==> config.mk <==
export PLATFORM = sky130hd
export DESIGN_NAME = apb_regs
export DESIGN_NICKNAME = d
export VERILOG_FILES = /design/src/verilog/bus_pkg.sv /design/src/verilog/apb_regs.sv
export SDC_FILE = /design/constraint.sdc
export NUM_CORES = 1
export LEC_CHECK = 0
export ABC_AREA = 1
export ABC_CLOCK_PERIOD_IN_PS = 4100
export BUFFER_PORTS_ARGS = -buffer_cell sky130_fd_sc_hd__buf_2
export CAP_MARGIN = 15
export CELL_PAD_IN_SITES_DETAIL_PLACEMENT = 2
export CELL_PAD_IN_SITES_GLOBAL_PLACEMENT = 2
export CORE_ASPECT_RATIO = 0.9
export CORE_UTILIZATION = 41
export DETAILED_ROUTE_END_ITERATION = 10
export HOLD_SLACK_MARGIN = 0.15
export PLACE_DENSITY_LB_ADDON = 0.1
export SYNTH_ARGS = -nofsm -noshare
export SYNTH_HDL_FRONTEND = slang
export SYNTH_SLANG_ARGS = --single-unit
==> constraint.sdc <==
create_clock -name clk -period 4.1 [get_ports clk]
set_input_delay 0.82 -clock clk [delete_from_list [all_inputs] [get_ports clk]]
set_output_delay 0.82 -clock clk [all_outputs]
set_load 0.01 [all_outputs]
==> src/verilog/bus_pkg.sv <==
/* Request and response structs for the native memory bus and the APB4 link,
   shared by the decoder, the targets and the top level */
package bus_pkg;

  // Native request, valid held until ready, reads have wstrb == 0
  typedef struct packed {
    logic        valid;
    logic [31:0] addr;
    logic [31:0] wdata;
    logic [3:0]  wstrb;
  } nmi_req_t;

  // Native response, ready is a one-cycle pulse
  typedef struct packed {
    logic        ready;
    logic [31:0] rdata;
  } nmi_rsp_t;

  // APB4 master side signals
  typedef struct packed {
    logic        psel;
    logic        penable;
    logic        pwrite;
    logic [31:0] paddr;
    logic [31:0] pwdata;
    logic [3:0]  pstrb;
  } apb_req_t;

  // APB4 slave side signals
  typedef struct packed {
    logic        pready;
    logic [31:0] prdata;
  } apb_rsp_t;

endpackage

==> src/verilog/apb_regs.sv <==
/* APB4 register slave of eight words; inserts APB_WAIT wait states per
   access and applies strobed writes in the pready cycle */
`timescale 1ns/1ps

module apb_regs
  import bus_pkg::*;
#(
  parameter int APB_WAIT = 1
) (
  input  logic     clk,
  input  logic     rst,
  input  apb_req_t apb_req,
  output apb_rsp_t apb_rsp
);

  localparam int CW = (APB_WAIT > 0) ? $clog2(APB_WAIT + 1) : 1;

  logic [31:0]   regs [8];
  logic [CW-1:0] wait_cnt;
  logic          access;
  logic          done;
  logic [2:0]    sel;

  assign sel    = apb_req.paddr[4:2];
  assign access = apb_req.psel && apb_req.penable;
  // Ready once enough access cycles have gone by
  assign done   = access && (wait_cnt == CW'(APB_WAIT));

  always_ff @(posedge clk) begin
    if (rst) begin
      wait_cnt <= '0;
      for (int i = 0; i < 8; i++) begin
        regs[i] <= '0;
      end
    end else begin
      // Counter restarts for every transfer
      if (access && !done) begin
        wait_cnt <= wait_cnt + 1'b1;
      end else begin
        wait_cnt <= '0;
      end
      if (done && apb_req.pwrite) begin
        for (int b = 0; b < 4; b++) begin
          if (apb_req.pstrb[b]) begin
            regs[sel][8*b +: 8] <= apb_req.pwdata[8*b +: 8];
          end
        end
      end
    end
  end

  assign apb_rsp.pready = done;
  assign apb_rsp.prdata = regs[sel];

endmodule

== Word level (Yosys, flattened, before mapping) ==
Memory sizes are Yosys's and may differ from the RTL's.
Index checks and enable logic that the tools add are counted.
W data, S select, Z words.
Storage, ports and cells
  register bits after elaboration: 1
  memory bits (writable): 256
  logic and storage cells: 32
  memories: 1
Cells by class
  $add $sub $neg: 1
  muxes and demuxes: 21
  bitwise logic cells: 1
  reductions and logical operators: 7
Memories
  regs: depth 8, bits a word 32, rd ports 1, clocked after Yosys merged registers in 0, wr ports 8, RTL line apb_regs.sv:18  | logic [31:0] regs [8];
Operators with widths (count)
  $mux W32: 1
  $reduce_or A32 Y1: 1
  $mux W1: 18
  $logic_and A1 B1 Y1: 4
  $mux W4: 1
  $mux W3: 1
  $reduce_or A2 Y1: 1
  $add A1 B1 Y1 const B: 1
  $logic_not A1 Y1: 1
  $not A1 Y1: 1

== Longest topological paths before layout ==
  depth after elaboration: 8
  mapped depth: 10

== Least setup slack after synthesis ==
Ideal clock, no wire load.
  path type: input-to-output
  start point: input apb_req[38] (netlist bit)
  end point: output apb_rsp[18] (netlist bit)
  arrival time: 1811 ps
  path slack: 1469 ps
  stages on the path: 10
  path through: buf_4 > inv_2 > buf_4 > buf_4 > nand2_1 > nand2_1 > nand2_1 > nand2_1 > nand2_1 > nand2_1
RTL lines
  start: declaration: RTL line apb_regs.sv:12  | input apb_req_t apb_req,
  end: declaration: RTL line apb_regs.sv:13  | output apb_rsp_t apb_rsp

==> impl_metrics.ini <==
[status]
status = completed

[timing]
tightest_slew_ps = 1060
drv_slew = 0
hold_violations = 0
fin_crit_ps = 3320
fin_crit_sh_pct = 81.1
tns_ps = 0
finalSetupViolCount = 0
fin_skew_ps = 4.80
relSlewSlack_pct = 29.1
rsz0062_at_grt = false
max_clock_freq_mhz = 301

[route]
postRouteAntennaNets = 0
drcViolationCount = 0
vias = 9440
drt_pass1_iterations = 4
vias_per_cell = 5.11
first_iter_violations = 441
wl_um = 36900
wire_per_inst_um = 20.0

[power_and_ir_drop]
switching_share_pct = 24.3
seqPwrFrac_pct = 51.8
p_per_area_nw_per_um2 = 409
power_switching_mw = 1.41
peakVddDrop_v = 0.000254
power.internal_mw = 4.37
clkPwrFrac_pct = 39.7
combPwrFrac_pct = 8.5
p_leak_nw = 6.41

[critical_path]
rrSetupSlack_ps = 2020
required_ps = 3280
crit_family = buffers and inverters
regToRegEndpoint = regs[0][20]
slowest_stage = inv_4
worst_setup_path_end_kind = primary output
crit_buf_inv = 4
crit_arrival_ps = 2500
cp_max_fo = 67
timing.rr.start = wait_cnt
crit_type = primary input to primary output
cpMostUsedCell = nand2_1
path_cells = buf_4, inv_4, buf_12, nand2_1, nand2_1, nand2_1, nand2_1, nand2_1, nand2_1, buf_2
slowest_delay_ps = 550
reg2reg_depth = 5
cp-start-kind = primary input

[clocking]
insertion_delay_ps = 530
cts_made_buffers = 29
postCtsHoldBufs = 0
cts_sinks = 257
cts-root-buf = clkbuf_16
cts_buffer_depth = 3
ctsResizeCount = 0
cts_tree = done
cts_setup_buffers = 0
htree_levels = 1
clk_pin_slew_ps = 60

[synthesis]
synthTopCellsByArea = edfxtp_1 (61%), nand2_1 (21%), nor2_1 (7.8%), nand3_4 (4.5%), inv_1 (1.2%)
netlist_area_um2 = 12600
synth_common_cells = nand2_1 (691), nor2_1 (263), edfxtp_1 (256)
ys_seq_elements = 257
netlist_instances = 1366
yosys.area.top_type = edfxtp_1
ys_warn_count = 0
synth_top_cell_area_share_pct = 61.1
yosysSeqAreaShare_pct = 61.3
async_flop_share_pct = 0
syn_area_per_cell_um2 = 9.21
yosysMostFrequentCell = nand2_1
synth_cell_types = 20
syn-num-nets = 1439
synth_edf_count = 256
synth_ff_type = edfxtp_1

[layout]
seqCellArea_um2 = 7710
fillerInstances = 3274
syn2layout_area_growth_pct = 12.3
stdcell_area_um2 = 14100
layout-drive-gt1-share_pct = 11.8
antenna_cells = 0
final_nets = 1498
multi_input_area_um2 = 4400

[worst_hold_path]
min_path_type = flop to flop
min_from = wait_cnt
hold-path-endpoint = wait_cnt
hold-path-cell-count = 1

[floorplan]
die_w_um = 187
ioPinCount = 106
die_h_um = 168
die_area_um2 = 31400
coreArea_um2 = 30000
start_util_pct = 41.9
row_count = 60

[global_routing]
grt_pass1_vias = 10500
grt_max_degree = 133
overflow = 0
track_usage_pct = 24.2
antenna_found_initial = 0
grt_pass1_wl_um = 58600

[placement]
place_hpwl_um = 23700
routabilityCongestion = 0.718
portBuffers = 76
post_dp_cell_area_um2 = 13300

[run]
drv_cap = 0
[kinds of logic after synthesis]
group / Yosys count / synth area share (%)
and+or+nand+nor: 1007 / 35.0
DFF: 257 / 61.3
buffers and inverters: 102 / 3.75
[worst reg2reg max path, delay by kind of cell (launching register included)]
kind          cells  cell delay, ps
buf+inv           2             420
flops             1             340
simple gates      3             950
[flip-flops by register name (all words and copies together), names as in the netlist]
signal    flops
regs        256
wait_cnt      1
[final cells by class]
type / count / area share, %
Clock buffer: 37 / 5.35
Clock inverter: 15 / 0.434
Inverter: 43 / 1.16
Multi-Input combinational cell: 1007 / 31.2
Sequential cell: 257 / 54.6
Tap cell: 403 / 3.57
Timing Repair Buffer: 87 / 3.76
[power groups by stage]
stage	Sequential [mW]	Combinational, mW	Clock (mW)
2_1_floorplan	3.03	0.313	0
3_5_place_dp	3.04	0.498	0
6_report	2.99	0.492	2.29
4_1_cts	2.99	0.503	2.33
3_3_place_gp	3.04	0.479	0
5_1_grt	3.00	0.547	2.42
[metrics by stage]
stage	util, %	total power [mW]	worst slack, ps	hold slack (ps)	instances
after floorplan	-	3.35	1470	424	1366
after global placement	44.3	3.52	808	434	1797
after detailed placement	44.3	3.54	733	444	1797
after CTS	47.0	5.83	713	454	1849
after global routing	47.0	5.96	626	481	1849
final	47.0	5.77	776	450	1849
[layer usage]
layer	global-route usage [%]	up-vias	routed length (um)
met3	2.48	52	1040
met5	0	-	0
met2	45.4	153	19400
met1	29.7	4765	15600
li1	-	4470	-
met4	6.09	0	861
[layout by cell type (no fill, tap or decap), drive strengths merged]
cell type / Yosys / layout
nand3: 34 / 34
clkbuf: 22 / 37
nor2: 271 / 271
clkinv: 0 / 15
buf: 37 / 87
edfxtp: 256 / 256
dfxtp: 1 / 1
nand4: 3 / 3
nand2: 693 / 693
inv: 43 / 43
nor3: 6 / 6
[how the worst max path moves through the flow]
stage	startpoint	end	slack (ps)	cells past startpoint
2_1_floorplan	apb_req[38]	apb_rsp[18]	1470	10
3_3_place_gp	apb_req[38]	apb_rsp[25]	810	10
3_5_place_dp	apb_req[38]	apb_rsp[25]	730	10
4_1_cts	apb_req[38]	apb_rsp[25]	710	10
5_1_grt	apb_req[38]	apb_rsp[25]	630	10
6_report	apb_req[38]	apb_rsp[25]	780	10
(Power assumes the default switching activity.)
