--- config.mk ---
export PLATFORM = sky130hd
export DESIGN_NAME = rsp_mux
export DESIGN_NICKNAME = d
export VERILOG_FILES = /design/src/verilog/mmap_pkg.sv /design/src/verilog/bus_pkg.sv /design/src/verilog/rsp_mux.sv
export SDC_FILE = /design/constraint.sdc
export NUM_CORES = 1
export LEC_CHECK = 0
export ABC_AREA = 1
export ABC_CLOCK_PERIOD_IN_PS = 2200
export BUFFER_PORTS_ARGS = -buffer_cell sky130_fd_sc_hd__buf_2
export CAP_MARGIN = 20
export CORE_MARGIN = 1
export CORE_UTILIZATION = 39
export CTS_BUF_LIST = sky130_fd_sc_hd__clkbuf_2
export DETAILED_ROUTE_END_ITERATION = 8
export PLACE_DENSITY = 0.92
export SYNTH_ARGS = -nofsm -noshare
export SYNTH_HDL_FRONTEND = slang
export SYNTH_SLANG_ARGS = --single-unit
--- constraint.sdc ---
create_clock -name clk -period 2.2 [get_ports clk]
set_clock_uncertainty 0.15 [all_clocks]
set_input_delay 0.33 -clock clk [delete_from_list [all_inputs] [get_ports clk]]
set_output_delay 0.33 -clock clk [all_outputs]
set_load 0.005 [all_outputs]
--- src/verilog/mmap_pkg.sv ---
/* Memory map of the SoC bus: region base values on address bits 31:24
   and the region code that the decoder hands to the response mux */
package mmap_pkg;

  // Upper address byte of each mapped region
  localparam logic [7:0] SRAM_START = 8'h10;
  localparam logic [7:0] NATV_START = 8'h20;
  localparam logic [7:0] APB_START  = 8'h30;

  // Decoded region, REG_NONE for any unmapped address
  typedef enum logic [1:0] {
    REG_SRAM,
    REG_NATV,
    REG_APB,
    REG_NONE
  } region_t;

endpackage

--- src/verilog/bus_pkg.sv ---
/* Request and response structs for the native memory bus and the APB4 link,
   shared by the decoder, the targets and the top level */
package bus_pkg;

  // Native request, valid held until ready, reads have wstrb == 0
  typedef struct packed {
    logic        valid;
    logic [31:0] addr;
    logic [31:0] wdata;
    logic [3:0]  wstrb;
  } nmi_req_t;

  // Native response, ready is a one-cycle pulse
  typedef struct packed {
    logic        ready;
    logic [31:0] rdata;
  } nmi_rsp_t;

  // APB4 master side signals
  typedef struct packed {
    logic        psel;
    logic        penable;
    logic        pwrite;
    logic [31:0] paddr;
    logic [31:0] pwdata;
    logic [3:0]  pstrb;
  } apb_req_t;

  // APB4 slave side signals
  typedef struct packed {
    logic        pready;
    logic [31:0] prdata;
  } apb_rsp_t;

endpackage

--- src/verilog/rsp_mux.sv ---
/* Response path back to the core; merges the target readies, picks read data
   by region and answers unmapped requests with zero data itself */
`timescale 1ns/1ps

module rsp_mux
  import mmap_pkg::*;
  import bus_pkg::*;
(
  input  logic     clk,
  input  logic     rst,
  input  logic     req_valid,
  input  region_t  region,
  input  nmi_rsp_t sram_rsp,
  input  nmi_rsp_t natv_rsp,
  input  nmi_rsp_t apb_rsp,
  output nmi_rsp_t core_rsp
);

  logic none_ready;

  // Unmapped responder, same one-cycle timing as the memory targets
  always_ff @(posedge clk) begin
    if (rst) begin
      none_ready <= 1'b0;
    end else begin
      none_ready <= req_valid && (region == REG_NONE) && !none_ready;
    end
  end

  assign core_rsp.ready = sram_rsp.ready | natv_rsp.ready | apb_rsp.ready | none_ready;

  // Data only from the target that answers, zero otherwise
  always_comb begin
    core_rsp.rdata = '0;
    case (region)
      REG_SRAM: if (sram_rsp.ready) core_rsp.rdata = sram_rsp.rdata;
      REG_NATV: if (natv_rsp.ready) core_rsp.rdata = natv_rsp.rdata;
      REG_APB:  if (apb_rsp.ready) core_rsp.rdata = apb_rsp.rdata;
      default:  core_rsp.rdata = '0;
    endcase
  end

endmodule

# Yosys cells after proc, flatten, opt, wreduce, memory -nomap -nowiden
# Index checks and enable logic that the tools add are counted.
totals:
  reg_bits: 1
  latch_bits: 0
  mem_bits_rw: 0
  mem_bits_ro: 0
  input_bits: 104
  out_inout_bits: 33
  elab_cells: 15
  memories: 0
classes:
  addsub: 0
  multipliers: 0
  n_div: 0
  magnitude_cmp: 0
  eq_ne: 3
  n_shift: 0
  mux: 4
  n_bitwise: 3
  reduce_logical: 4
ops:
  columns: ["operator", "count"]
  rows:
  - ["2-to-1 mux 32 bit", 3]
  - ["case mux 32 bit (3 select lines)", 1]
  - ["== test 2 bit (second input constant)", 2]
  - ["bitwise OR 1 bit", 3]
  - ["== test 2 x 1 -> 1 bit (second input constant)", 1]
  - ["logical AND 1 bit", 2]
  - ["logical NOT 2 bit", 1]
  - ["logical NOT 1 bit", 1]

# Depth between registers and ports, before layout
depth:
  ltp_word: 3
  ltp_mapped: 6
  mapped_depth_nobuf: 4

# Worst setup path before layout
# Ideal clock, no wire load.
synth_path:
  kind: "in2out"
  startpoint: "input port region[1]"
  endpoint: "output port core_rsp[17] (netlist name)"
  arrival_ns: 0.971
  t_required_ns: 1.720
  path_slack_ns: 0.749
  cell_stages: 4
  path_buffers: 2
  cell_sequence: "buf_2 > buf_1 > nand4_1 > nand3_1"
synth_rtl:
  columns: ["item", "line_no", "rtl"]
  rows:
  - ["start, declared", "rsp_mux.sv:12", "input region_t region,"]
  - ["end, declared", "rsp_mux.sv:16", "output nmi_rsp_t core_rsp"]

==> key figures <==
Critical path
  – Type of the worst setup path: input pin to primary output
  – Kind of end point of the critical path: primary output
  – Startpoint kind of the worst setup timing path: input pin
  – Data required time of the worst path: 1.72 ns
  – Endpoint of the worst-slack reg-to-reg timing path: none_ready$_SDFF_PP0_
  – Startpoint of the worst register-to-register path: none_ready$_SDFF_PP0_
  – Critical path cell sequence: buf_2 -> inv_2 -> buf_4 -> nand4_1 -> nand3_1 -> buf_2
  – Most repeated library cell on the critical path: buf_2
  – Arrival time reported for the critical path endpoint: 1.24 ns
  – Cell at the slowest stage of the critical path: buf_4
  – Biggest cell delay along the critical path: 0.27 ns
  – Register-to-register setup slack: 1.47 ns
  – Highest net fanout along the worst path: 21
  – R2R cell count: 1

GRT
  – Met3 routing resource usage after global routing: 0.0242
  – Global-route wire length before repair: 7520 microns
  – Aggregate global routing overflow: 0
  – Via count of the first global-routing pass: 1875
  – Layer with the highest usage: met2
  – Total routing usage reported by global routing: 0.267
  – Met2 Track Usage GR: 0.532
  – Grt met1 use: 0.286
  – Largest net degree at the start of global routing: 34
  – Number of antenna violations at the first check in global routing: 0

Clock tree
  – Post-CTS clock slew at the launch and capture registers of the worst setup and hold paths: 0 ns
  – Number of gates resized after cts: 0
  – Hold bufs inserted after CTS: 0
  – Post-CTS setup buffer count: 0
  – Clock insertion delay at the later pin of the skew report: 0 ns

Synth
  – Total of warnings raised by yosys: 0
  – Synth top cells by count: nand2_1 (129), inv_1 (64), nand3_1 (33)
  – Share of flip-flops with an asynchronous set or reset: 0
  – Number of enable-type register cells in the synthesized netlist: 0
  – Leading cell type by number of instances after synthesis: nand2_1
  – Post-synthesis instance total: 292
  – Part of the Yosys area used for sequential elements: 0.0159
  – Synth area leader: nand2_1
  – FF+latch count, synth: 1
  – Top post-synthesis cells by area: nand2_1 (39%), inv_1 (19%), nand4_1 (16%)
  – Number of distinct standard cells referenced by the synthesized netlist: 12
  – Net count after synthesis: 396
  – Synth top area share: 0.385
  – Mean area per synthesized cell: 4.31 sq um
  – Synthesized area: 0.00126 sq mm
  – Post-synth top flop: dfxtp_1

Placed design
  – Placer Congestion: 0.859
  – Buffers on Ports: 136
  – Half-perimeter wire length of the detailed placement result: 3710 microns

Finish
  – Fraction of final layout cells sized beyond drive strength 1: 0.357
  – Register bank with the most flops: none_ready
  – Area of the multi-input gates: 878 sq um
  – Antenna Cells: 0
  – Flip-flop count of the largest register after layout: 1
  – Filler instances: 317
  – Net count of the finished layout: 515
  – Area of all sequential standard cells: 20.0 sq um
  – Area grow syn2layout: 53.2%
  – Regs by FF count: none_ready (1)
  – Final Core Density: 0.631

Routing
  – Antenna-violating nets left: 0
  – Via density: 4.78
  – Number of iterations in the first detailed-routing pass: 6
  – Drt initial violations: 201
  – Final routed wirelength across all metal layers: 4790 microns
  – DRC violations left: 0
  – Routed WL per cell: 10.6 microns
  – Vias: 2166

Worst hold path
  – Worst min-delay path endpoint: none_ready$_SDFF_PP0_
  – Type of the tightest min-delay check: register to register
  – Hold_sp: none_ready$_SDFF_PP0_
  – Min-Delay Path Depth: 1

Floorplan
  – Core box area: 0.00305 sq mm
  – Height of the die: 58.8 microns
  – Number of rows created at floorplan: 20
  – Die Footprint: 0.00346 sq mm
  – Die boundary width: 58.8 microns
  – I/O pin total: 137
  – Starting density of the core: 0.412

Power
  – Power density over cell area: 167 mW/mm^2
  – Highest ir drop seen on vdd: 0.000108 V
  – Static Leakage: 1.52 nW

Timing
  – Setup total negative slack: 0 ns
  – Maximum clock rate: 0.581 GHz
  – Min Tclk post-route: 1.72 ns
  – Final setup vio count: 0
  – Fin crit share: 0.783
  – Final Hold Violating Endpoints: 0
  – Transition at the pin with the smallest max-transition slack: 0.586 ns
  – RSZ-0062 raised after global routing: no
  – Max-slew headroom: 0.609
  – Number of pins with negative max-slew slack in the final report: 0

Outcome
  – Outcome: finished, final reports clean

Run
  – Total of max-cap violations: 0
-- where the power goes --
part / internal, W / switching, W
combinational: 0.000142 / 0.000159
clock: 0 / 0
sequential: 0.0000190 / 0.000000341
total: 0.000161 / 0.000160
-- worst max-delay path by stage --
stage / start / endpoint / slack, ns
floorplan: region[1] / core_rsp[17] / 0.75
global placement: region[0] / core_rsp[24] / 0.49
detailed placement: region[0] / core_rsp[24] / 0.47
CTS: region[0] / core_rsp[14] / 0.47
global route: region[0] / core_rsp[16] / 0.35
finish: region[0] / core_rsp[24] / 0.48
-- placed cells by master, fill, tap and decap left out --
master,instances
buf_2,136
nand2_1,129
inv_1,64
nand3_1,33
nand4_1,32
buf_4,6
nor2_1,3
nor2_2,2
inv_2,2
nor3_1,1
dfxtp_1,1
-- kinds of logic after synthesis --
kind of cell / count (synthesis) / synth area share
simple gates: 200 / 0.698
buf+inv: 91 / 0.286
flops: 1 / 0.0159
-- layout make-up --
class	instances	share of cell area
Timing Repair Buffer	142	0.377
Multi-Input combinational cell	200	0.456
Inverter	66	0.129
Tap cell	44	0.0286
Sequential cell	1	0.0104
-- through the flow --
stage               instance area (sq um)  std cells  setup slack (ns)  hold WS (ns)  power [W]
CTS                                  1930        453             0.470         0.277   0.000322
detailed placement                   1930        453             0.473         0.277   0.000320
floorplan                            1260        292             0.749         0.249   0.000171
finish                               1930        453             0.478         0.298   0.000321
global route                         1930        453             0.352         0.306   0.000360
global placement                     1930        453             0.495         0.257   0.000317
-- per-layer routing --
metal  up-vias  part of all wire
met5         -                 0
met4         0             0.027
met3        14             0.081
met2       110              0.51
met1       922              0.39
li1       1120                 -
-- worst max-delay path: cells and delay by family --
family	cells	cell delay, ns
AND/OR/NAND/NOR	2	0.22
buffers and inverters	4	0.68
Power figures use the tool's default switching activity.
