$ cat src/verilog/mmap_pkg.sv
/* Memory map of the SoC bus: region base values on address bits 31:24
   and the region code that the decoder hands to the response mux */
package mmap_pkg;

  // Upper address byte of each mapped region
  localparam logic [7:0] SRAM_START = 8'h10;
  localparam logic [7:0] NATV_START = 8'h20;
  localparam logic [7:0] APB_START  = 8'h30;

  // Decoded region, REG_NONE for any unmapped address
  typedef enum logic [1:0] {
    REG_SRAM,
    REG_NATV,
    REG_APB,
    REG_NONE
  } region_t;

endpackage

$ cat src/verilog/bus_pkg.sv
/* Request and response structs for the native memory bus and the APB4 link,
   shared by the decoder, the targets and the top level */
package bus_pkg;

  // Native request, valid held until ready, reads have wstrb == 0
  typedef struct packed {
    logic        valid;
    logic [31:0] addr;
    logic [31:0] wdata;
    logic [3:0]  wstrb;
  } nmi_req_t;

  // Native response, ready is a one-cycle pulse
  typedef struct packed {
    logic        ready;
    logic [31:0] rdata;
  } nmi_rsp_t;

  // APB4 master side signals
  typedef struct packed {
    logic        psel;
    logic        penable;
    logic        pwrite;
    logic [31:0] paddr;
    logic [31:0] pwdata;
    logic [3:0]  pstrb;
  } apb_req_t;

  // APB4 slave side signals
  typedef struct packed {
    logic        pready;
    logic [31:0] prdata;
  } apb_rsp_t;

endpackage

$ cat src/verilog/bus_decode.sv
/* Address decoder of the SoC bus, splits the core request into one gated
   request per target and reports the selected region */
`timescale 1ns/1ps

module bus_decode
  import mmap_pkg::*;
  import bus_pkg::*;
(
  input  nmi_req_t req,
  output nmi_req_t sram_req,
  output nmi_req_t natv_req,
  output nmi_req_t apb_req,
  output region_t  region
);

  // Region from the upper address byte
  always_comb begin
    case (req.addr[31:24])
      SRAM_START: region = REG_SRAM;
      NATV_START: region = REG_NATV;
      APB_START:  region = REG_APB;
      default:    region = REG_NONE;
    endcase
  end

  // Address and data fan out to every target, only valid is steered
  always_comb begin
    sram_req       = req;
    sram_req.valid = req.valid && (region == REG_SRAM);
    // SRAM sees no strobes unless it is the selected target
    if (!sram_req.valid) begin
      sram_req.wstrb = '0;
    end

    natv_req       = req;
    natv_req.valid = req.valid && (region == REG_NATV);

    apb_req        = req;
    apb_req.valid  = req.valid && (region == REG_APB);
  end

endmodule

$ cat config.mk
export PLATFORM = sky130hd
export DESIGN_NAME = bus_decode
export DESIGN_NICKNAME = d
export VERILOG_FILES = /design/src/verilog/mmap_pkg.sv /design/src/verilog/bus_pkg.sv /design/src/verilog/bus_decode.sv
export SDC_FILE = /design/constraint.sdc
export NUM_CORES = 1
export LEC_CHECK = 0
export BUFFER_PORTS_ARGS = -buffer_cell sky130_fd_sc_hd__buf_2
export CORE_AREA = 2 2 107 109
export DETAILED_ROUTE_END_ITERATION = 8
export DIE_AREA = 0 0 109 111
export GPL_TIMING_DRIVEN = 0
export PLACE_DENSITY = 0.57
export REMOVE_ABC_BUFFERS = 1
export SYNTH_ARGS = -nofsm -noshare
export SYNTH_HDL_FRONTEND = slang
export SYNTH_SLANG_ARGS = --single-unit
$ cat constraint.sdc
create_clock -name vclk -period 2.2
set_input_delay 0.55 -clock vclk [all_inputs]
set_output_delay 0.55 -clock vclk [all_outputs]
set_load 0.05 [all_outputs]
# After elaboration in Yosys (flattened, before gate mapping)
# Cells that the tools add are included.
# op_classes
eq_ne	5
n_mux	2
n_reduce_logical	4
# op_table
operator	count
$eq A8 B6 Y1 const B	2
$eq A8 B5 Y1 const B	1
$pmux W2 S3	1
$mux W4	1
$logic_and A1 B1 Y1	3
$eq A2 B1 Y1 const B	1
$eq A2 B2 Y1 const B	1
$logic_not A2 Y1	1
# word_totals
ff_bits	0
inputBits	69
output_inout_bits	209
wordCells	11

# Logic depth before layout (Yosys ltp)
# Gate-level depths: netlist of the first run.
# depth
ltp_word	5
depth_mapped	3
mapped_depth_nobuf	2

# Worst setup path before layout of the first run
# OpenSTA, ideal clock, no wires.
# synth_path
kind	input-to-output
start	input port req[61] in the netlist's numbering
end	output port sram_req[68] in the netlist's numbering
t_arrival_ns	2.870
t_required_ns	1.650
slack_ns	-1.220
stages	3
path_buffers	1
path_cell_list	or4_4 -> buf_6 -> nor4b_1
# synth_lines
item	line	source
start, declared	bus_decode.sv:9	input nmi_req_t req,
end, declared	bus_decode.sv:10	output nmi_req_t sram_req,

# Worst setup path after layout of the first run
# layout_path
start	input port req[67] in the netlist's numbering
end	output port region[1]
# layout_between
elab_chain_len	2
elab_cells_between_ends	4
# layout_rtl
item	line	source
$eq A8 B6 Y1 / $eq A8 B5 Y1 (equally long branches)	bus_decode.sv:18	case (req.addr[31:24])
$pmux W2 S3 *	bus_decode.sv:18	
end, declared	bus_decode.sv:13	output region_t region
# Every way passes the cells marked *; elsewhere a longest branch is shown, timed or not.

==> metrics.md, run 1 <==
| Metric | Value |
|---|---|
| Peak supply drop | `0.08199 mV` |
| Yosys warns | `0` |
| Sequential element share of the synthesized area | `0` |
| Final worst path period need | `2.448 ns` |
| Hold-fix buffers, CTS | `0` |
| Synthesis-to-finish area growth | `-55.02%` |
| Critical Path RT | `1.65 ns` |
| Die Ht | `111 um` |
| Buf/Inv on CP | `2` |
| Drt via density | `4.037` |
| Total GRT Usage | `0.2168` |
| HP Class | `input pin to output port` |
| Final worst path period share | `1.113` |
| Crit path to | `region[1]` |
| Worst setup margin | `-0.2479 ns` |
| CP top delay family | `simple AND/OR/NAND/NOR gates` |
| Antenna violations before repair | `0` |
| Fmax | `0.4085 GHz` |
| First-pass GRT wire length | `15.61 mm` |
| Core Util, Final | `0.06676` |
| Worst path depth | `4` |
| Most used cell along the critical path | `or4_4` |
| Worst EP arrival | `1.90 ns` |
| Vias in the first global route | `707` |
| Clk network pwr share | `0` |
| Nets | `147` |
| Crit. Startpoint | `req[67]` |
| Synthesized area | `0.001644 sq mm` |
| Routed vias | `884` |
| Flop pwr share | `0` |
| Hold slack | `1.100 ns` |
| Gp weighted congestion | `0.7061` |
| Initial Utilization | `0.1484` |
| Worst-Margin Slew | `0.2844 ns` |
| Worst-path cell chain | `buf_8 -> or4_4 -> or4_4 -> buf_6` |
| Finished Layout Cells | `219` |
| Fraction of layout cells with a size suffix above 1 | `0.8947` |
| Dpl cells | `215` |
| Final Setup Violations | `9` |
| DR WL/cell | `63.74 um` |
| Synth top area cells | `buf_4 91%, nand3b_1 1.8%, nor3_1 1.5%, buf_6 0.68%, or4_4 0.68%` |
| Number of placed I/O pins | `278` |
| Die Area | `0.01210 sq mm` |
| Worst rel slew slack | `0.8104` |
| Core Box Area | `0.01108 sq mm` |
| N_diodes | `0` |
| Mean cell area of the mapped netlist | `7.439 sq um` |
| DRT antenna net count | `0` |
| Internal power | `42.01 uW` |
| CP peak stage delay | `0.57 ns` |
| Sw Share | `0.7824` |
| Power Dens Cells | `261.1 mW/mm^2` |
| Worst setup EP type | `output port` |
| Tot Pwr | `193.1 uW` |
| # Max-Cap Violations | `0` |
| Startpoint types | `input pin` |
| Largest area contributor in the netlist | `buf_4` |
| RSZ-0062 raised after global routing | `true` |
| Final Hold Viols | `0` |
| Status | `finished with violations` |
| Die Wd | `109 um` |
| TritonRoute pass-1 iters | `4` |
| DRC Markers | `0` |
| Final wirelength | `13.96 mm` |
| Slowest-stage cell, CP | `or4_4` |
| Synth top area share | `0.9132` |
| GR Overflow Total | `0` |
| Critical path peak fanout | `5` |
| Initial drt markers | `39` |
| Max-slew violations | `0` |
| Seq_cells | `0` |
| Combinational share of power | `1.000` |
| Total negative slack | `-1.617 ns` |
| Cell variety after synth | `14` |
| Leakage power | `0.0003046 uW` |
| Mapped Cells | `221` |
| Failing checks | `negative setup slack` |
| Switching power total | `151.1 uW` |
| Core Rows | `39` |
| Buffers on Ports | `54` |
| Clkbuf count | `0` |
| Register area | `0 sq um` |
| Pin count of the biggest net entering global routing | `13` |
| WS Path Type | `input pin to output port` |
## cell usage in the layout, fill, tap and decap left out, drive strengths merged
cell type  netlist  layout
nor3             5       5
or3b             1       1
nand2            1       1
nor4             1       1
or4              2       3
or4b             1       1
buf            201      57
inv              1       1
nand3b           4       4
nor4b            1       1
xnor2            1       1
## stage by stage
stage	cell area (sq um)	setup slack [ns]
floorplan	123.9	-1.150
global placement	573.1	-0.3343
detailed placement	573.1	-0.3405
CTS	686.9	-0.2514
global route	739.5	-0.2728
finish	739.5	-0.2479
## area by class of cell
| type | count | area, sq um |
|---|---|---|
| fillers | 1306 | 10340 |
| inverters | 1 | 3.754 |
| multi-input cells | 18 | 195.2 |
| well taps | 143 | 178.9 |
| repair buffers | 57 | 361.6 |
## power groups by stage
| stage | Combinational (uW) | Clock (uW) | Sequential, uW |
|---|---|---|---|
| after floorplan | 10.3 | 0 | 0 |
| after global placement | 178 | 0 | 0 |
| after detailed placement | 179 | 0 | 0 |
| after CTS | 188 | 0 | 0 |
| after global routing | 201 | 0 | 0 |
| final | 193 | 0 | 0 |
## metal layers
layer / wire length, um / part of all wire / track usage / vias to the layer above
met3: 3972 / 0.28 / 0.2851 / 32
li1: - / - / - / 192
met4: 723 / 0.052 / 0.09060 / 6
met5: 122 / 0.0087 / 0.09375 / -
met2: 6647 / 0.48 / 0.3607 / 314
met1: 2493 / 0.18 / 0.1144 / 340
## kinds of logic after synthesis
family | count (synthesis) | share of synthesized area
AND/OR/NAND/NOR | 16 | 0.06773
buffers and inverters | 204 | 0.9269
XOR/XNOR | 1 | 0.005328
## synthesized netlist by cell type
master and number:
buf_4 200, nor3_1 5, nand3b_1 4, clkbuf_1 2, buf_6 1, inv_1 1, nand2_1 1, nor4_1 1
nor4b_1 1, or3b_2 1, or4_1 1, or4_4 1, or4b_1 1, xnor2_1 1
## worst min path at each step
stage	endpoint	slack, ns	depth (start not counted)	from
after floorplan	apb_req[0]	1.10	0	req[0]
after global placement	sram_req[21]	1.10	0	req[21]
after detailed placement	sram_req[21]	1.10	0	req[21]
after CTS	sram_req[21]	1.10	0	req[21]
after global routing	sram_req[21]	1.10	0	req[21]
final	sram_req[21]	1.10	0	req[21]
## what timing repair did
item,CTS,global route
pin swaps,3,2
endpoints found under the hold margin,0,0
setup buffers,1,2
endpoints found under the setup margin,9,9
cloned,1,0
gates resized for setup,27,6
No activity file was read; power rests on OpenSTA's default activity.
==> run 2: changes to the inputs <==
--- a/config.mk
+++ b/config.mk
@@ -6,12 +6,15 @@
 export NUM_CORES = 1
 export LEC_CHECK = 0
 export BUFFER_PORTS_ARGS = -buffer_cell sky130_fd_sc_hd__buf_2
-export CORE_AREA = 2 2 107 109
+export CELL_PAD_IN_SITES_DETAIL_PLACEMENT = 2
+export CELL_PAD_IN_SITES_GLOBAL_PLACEMENT = 2
+export CORE_AREA = 2 2 132 134
 export DETAILED_ROUTE_END_ITERATION = 8
-export DIE_AREA = 0 0 109 111
+export DIE_AREA = 0 0 134 136
 export GPL_TIMING_DRIVEN = 0
-export PLACE_DENSITY = 0.57
+export PLACE_DENSITY = 0.83
 export REMOVE_ABC_BUFFERS = 1
+export SETUP_SLACK_MARGIN = 0.4
 export SYNTH_ARGS = -nofsm -noshare
 export SYNTH_HDL_FRONTEND = slang
 export SYNTH_SLANG_ARGS = --single-unit
==> metrics.md, run 2 (synthesis gave the netlist of run 1 again) <==
| Metric | Value |
|---|---|
| Gp weighted congestion | `0.6541 (-7.4%)` |
| Hold Crit Start | `req[25]` |
| Vias in the first global route | `782 (+11%)` |
| Switching power total | `153.5 uW (+1.6%)` |
| Number of placed I/O pins | `278 (unchanged)` |
| Slowest-stage cell, CP | `or4_4` |
| Critical path peak fanout | `5 (unchanged)` |
| Nets | `148 (+0.68%)` |
| Seq_cells | `0 (unchanged)` |
| Worst-Margin Slew | `0.2633 ns (-0.02116 ns)` |
| Max-slew violations | `0 (unchanged)` |
| Die Area | `0.01822 sq mm (+51%)` |
| Worst-path cell chain | `buf_8 -> or4_4 -> or4b_4 -> buf_12` |
| Pre-CTS setup slack | `-0.3677 ns (-0.02718 ns)` |
| Failing checks | `negative setup slack` |
| CP top delay family | `simple AND/OR/NAND/NOR gates` |
| Total negative slack | `-1.425 ns (+0.1923 ns)` |
| Buf/Inv on CP | `2 (unchanged)` |
| RSZ-0062 raised after global routing | `true` |
| Clk network pwr share | `0 (unchanged)` |
| Fillcell total | `2001 (+53%)` |
| Internal power | `44.37 uW (+5.6%)` |
| Initial Utilization | `0.09742 (-0.05100)` |
| Core Box Area | `0.01688 sq mm (+52%)` |
| TritonRoute pass-1 iters | `4 (unchanged)` |
| Power Dens Cells | `222.1 mW/mm^2 (-15%)` |
| Final Setup Violations | `9 (unchanged)` |
| Routed vias | `867 (-1.9%)` |
| Fraction of layout cells with a size suffix above 1 | `0.9091 (+0.01435)` |
| Die Wd | `134 um (+23%)` |
| Finished Layout Cells | `302 (+38%)` |
| Status | `finished with violations` |
| Final worst path period share | `1.115 (+0.002235)` |
| Most common cell after layout, fill and taps aside | `buf_2` |
| Crit. Startpoint | `req[60]` |
| Core Rows | `48 (+23%)` |
| DRT antenna net count | `0 (unchanged)` |
| Clkbuf count | `0 (unchanged)` |
| Final Hold Viols | `0 (unchanged)` |
| HP Class | `input pin to output port` |
| Combinational share of power | `1.000 (about the same)` |
| Die Ht | `136 um (+23%)` |
| Worst rel slew slack | `0.8245 (+0.01411)` |
| WS Path Type | `input pin to output port` |
| Hold-fix buffers, CTS | `0 (unchanged)` |
| Antenna violations before repair | `0 (unchanged)` |
| Multi-input gate area | `207.7 sq um (+6.4%)` |
| Dpl cells | `297 (+38%)` |
| Hpwl dp | `12.23 mm` |
| Critical Path RT | `1.65 ns (about the same)` |
| Startpoint types | `input pin` |
| Pin count of the biggest net entering global routing | `13 (unchanged)` |
| Peak supply drop | `0.06597 mV (-20%)` |
| DRC Markers | `0 (unchanged)` |
| Sw Share | `0.7758 (-0.006623)` |
| # Max-Cap Violations | `0 (unchanged)` |
| CP peak stage delay | `0.57 ns (about the same)` |
| Register area | `0 sq um (unchanged)` |
| Leakage power | `0.0003678 uW (+21%)` |
| Initial drt markers | `57 (+46%)` |
| Worst setup EP type | `output port` |
| Flop pwr share | `0 (unchanged)` |
| Drt via density | `2.871 (-29%)` |
| Worst setup margin | `-0.2528 ns (-0.004916 ns)` |
| Fmax | `0.4077 GHz (-0.20%)` |
| First-pass GRT wire length | `16.22 mm (+3.9%)` |
| Final worst path period need | `2.453 ns (+0.004916 ns)` |
| Commonest cells after routing, fill and taps aside | `43 x buf_2, 6 x buf_6, 6 x buf_4, 5 x nor3_4, 4 x nand3b_1` |
| GR Overflow Total | `0 (unchanged)` |
| Buffers on Ports | `54 (unchanged)` |
| Total GRT Usage | `0.1472 (-0.06963)` |
| Synthesis-to-finish area growth | `-45.81%` |
| Final wirelength | `14.31 mm (+2.5%)` |
| DR WL/cell | `47.39 um (-26%)` |
| N_diodes | `0 (unchanged)` |
| Worst EP arrival | `1.90 ns (about the same)` |
[run 2: cell count changes in the layout (fill, tap and decap cells not counted), sizes merged]
cell | previous run | this run
buf | 57 | 59
or4 | 3 | 2
[run 2: layout make-up]
cell class / count / area share
inverters: 1 / 0.004213
well taps: 225 / 0.3160
repair buffers: 59 / 0.4466
multi-input cells: 17 / 0.2331
[run 2: power by group through the flow]
stage               clock network [uW]  logic [uW]  registers (uW)
floorplan                            0        10.3               0
global placement                     0         178               0
detailed placement                   0         180               0
CTS                                  0         195               0
global route                         0         205               0
finish                               0         198               0
[run 2: routing by layer]
layer | part of all wire | GRT usage | vias up
li1 | - | - | 192
met1 | 0.23 | 0.1007 | 360
met2 | 0.39 | 0.2000 | 263
met3 | 0.29 | 0.1939 | 44
met4 | 0.080 | 0.09988 | 8
met5 | 0.012 | 0.08611 | -
[run 2: final timing paths]
kind,cells after the start,slack (ns),endpoint
setup / recovery,4,-0.25,region[0]
hold / removal,0,1.10,sram_req[25]
[run 2: timing repair]
| item | 4_1_cts | 5_1_grt |
|---|---|---|
| resized for setup | 35 | 6 |
| endpoints found under the setup margin | 9 | 9 |
| pin swaps | 3 | 2 |
| setup buffers | 4 | 1 |
[run 2: per-stage QoR]
step                instance area, sq um     util  power, uW  hold slack (ns)
global route                       890.9  0.05279      204.7            1.101
floorplan                          123.9        -      10.26            1.100
finish                             890.9  0.05279      197.9            1.100
CTS                                853.3  0.05056      195.1            1.101
detailed placement                 675.6  0.04004      180.2            1.101
global placement                   675.6  0.04004      178.2            1.101
==> run 3: changes to the inputs <==
--- a/config.mk
+++ b/config.mk
@@ -12,7 +12,7 @@
 export DETAILED_ROUTE_END_ITERATION = 8
 export DIE_AREA = 0 0 134 136
 export GPL_TIMING_DRIVEN = 0
-export PLACE_DENSITY = 0.83
+export PLACE_DENSITY = 0.85
 export REMOVE_ABC_BUFFERS = 1
 export SETUP_SLACK_MARGIN = 0.4
 export SYNTH_ARGS = -nofsm -noshare
==> metrics.md, run 3 (synthesis gave the netlist of run 1 again) <==
| Metric | Value |
|---|---|
| Fmax | `0.4073 GHz (-0.11%)` |
| Status | `finished with violations` |
| Total GRT Usage | `0.1475 (+0.0003144)` |
| GR Overflow Total | `0 (unchanged)` |
| Failing checks | `negative setup slack` |
| Worst EP arrival | `1.91 ns (about the same)` |
| Power Dens Cells | `226.1 mW/mm^2 (+1.8%)` |
| Die Wd | `134 um (unchanged)` |
| DR WL/cell | `47.14 um (-0.54%)` |
| Critical path peak fanout | `5 (unchanged)` |
| # Max-Cap Violations | `0 (unchanged)` |
| Worst setup margin | `-0.2555 ns (-0.002708 ns)` |
| Final worst path period share | `1.116 (+0.001231)` |
| Finished Layout Cells | `302 (unchanged)` |
| Total negative slack | `-1.432 ns (-0.007110 ns)` |
| TritonRoute pass-1 iters | `4 (unchanged)` |
| Pin count of the biggest net entering global routing | `13 (unchanged)` |
| Startpoint types | `input pin` |
| Synthesis-to-finish area growth | `-47.34%` |
| Fraction of layout cells with a size suffix above 1 | `0.8947 (-0.01435)` |
| Final worst path period need | `2.455 ns (+0.002708 ns)` |
| Critical Path RT | `1.65 ns (about the same)` |
| Core Box Area | `0.01688 sq mm (unchanged)` |
| Routed vias | `849 (-2.1%)` |
| Peak supply drop | `0.07466 mV (+13%)` |
| DRT antenna net count | `0 (unchanged)` |
| Worst rel slew slack | `0.8042 (-0.02028)` |
| First-pass GRT wire length | `16.20 mm (about the same)` |
| Number of placed I/O pins | `278 (unchanged)` |
| Seq_cells | `0 (unchanged)` |
| Final wirelength | `14.24 mm (-0.54%)` |
| Hold-fix buffers, CTS | `0 (unchanged)` |
| Initial drt markers | `59 (+3.5%)` |
| Final Hold Viols | `0 (unchanged)` |
| Register area | `0 sq um (unchanged)` |
| WS Path Type | `input pin to output port` |
| Die Area | `0.01822 sq mm (unchanged)` |
| Buffers on Ports | `54 (unchanged)` |
| HP Class | `input pin to output port` |
| Most common cell after layout, fill and taps aside | `buf_2` |
| Final Setup Violations | `9 (unchanged)` |
| Die Ht | `136 um (unchanged)` |
| Dpl cells | `297 (unchanged)` |
| Worst setup EP type | `output port` |
| Leakage power | `0.0003441 uW (-6.5%)` |
| Initial Utilization | `0.09742 (unchanged)` |
| Commonest cells after routing, fill and taps aside | `43 x buf_2, 10 x buf_6, 4 x nand3b_1, 4 x nor3_4, 4 x buf_4` |
| DRC Markers | `0 (unchanged)` |
| Nets | `147 (-0.68%)` |
| Core Util, Final | `0.05130 (-0.001483)` |
| Max-slew violations | `0 (unchanged)` |
| Core Rows | `48 (unchanged)` |
| Clkbuf count | `0 (unchanged)` |
| Fillcell total | `2003 (+0.10%)` |
| Placed Area | `675.6 sq um (unchanged)` |
| Antenna violations before repair | `1 (+1)` |
| Worst-Margin Slew | `0.2937 ns (+0.03041 ns)` |
| Vias in the first global route | `764 (-2.3%)` |
| Gp weighted congestion | `0.6486 (-0.84%)` |
| Drt via density | `2.811 (-2.1%)` |
| RSZ-0062 raised after global routing | `true` |
| Finished Cell Area | `865.8 sq um (-2.8%)` |
| Tot Pwr | `195.7 uW (-1.1%)` |
run 3: area by class of cell:
cell class | count | area [sq um] | area share
antenna | 1 | 2.502 | 0.002890
inverter | 1 | 3.754 | 0.004335
multi-input combinational | 17 | 205.2 | 0.2370
tap | 225 | 281.5 | 0.3251
timing repair buffer | 58 | 372.9 | 0.4306
run 3: path summary, 6_finish.rpt:
check,end,depth (start not counted),startpoint
max,region[0],4,req[66]
min,sram_req[25],0,req[25]
run 3: power by group:
part           switching, uW  total, uW  internal (uW)   leakage [uW]
registers                  0          0              0              0
clock network              0  0.0000607      0.0000607  0.00000000634
logic                    153        196           42.6       0.000344
total                    153        196           42.6       0.000344
run 3: routing by layer:
metal,wire (um),share of wire,track usage,vias up
li1,-,-,-,192
met1,3273,0.23,0.1023,351
met2,5531,0.39,0.2028,262
met3,4139,0.29,0.1894,39
met4,1190,0.084,0.1034,5
met5,100,0.0070,0.06667,-
run 3: worst max-delay path: stages:
cell and delay [ns]:
buf_8 0.09, or4_4 0.58, or4b_4 0.50, buf_6 0.17
run 3: metrics by stage:
| step | hold slack, ns | setup WS, ns |
|---|---|---|
| 2_1_floorplan | 1.100 | -1.150 |
| 3_3_place_gp | 1.101 | -0.3585 |
| 3_5_place_dp | 1.101 | -0.3668 |
| 4_1_cts | 1.101 | -0.2805 |
| 5_1_grt | 1.101 | -0.2941 |
| 6_report | 1.100 | -0.2555 |
run 3: repair_timing:
action                                  CTS  global route
gates resized for setup                  28             8
setup buffers                             3             1
endpoints found under the setup margin    9             9
pin swaps                                 4             0
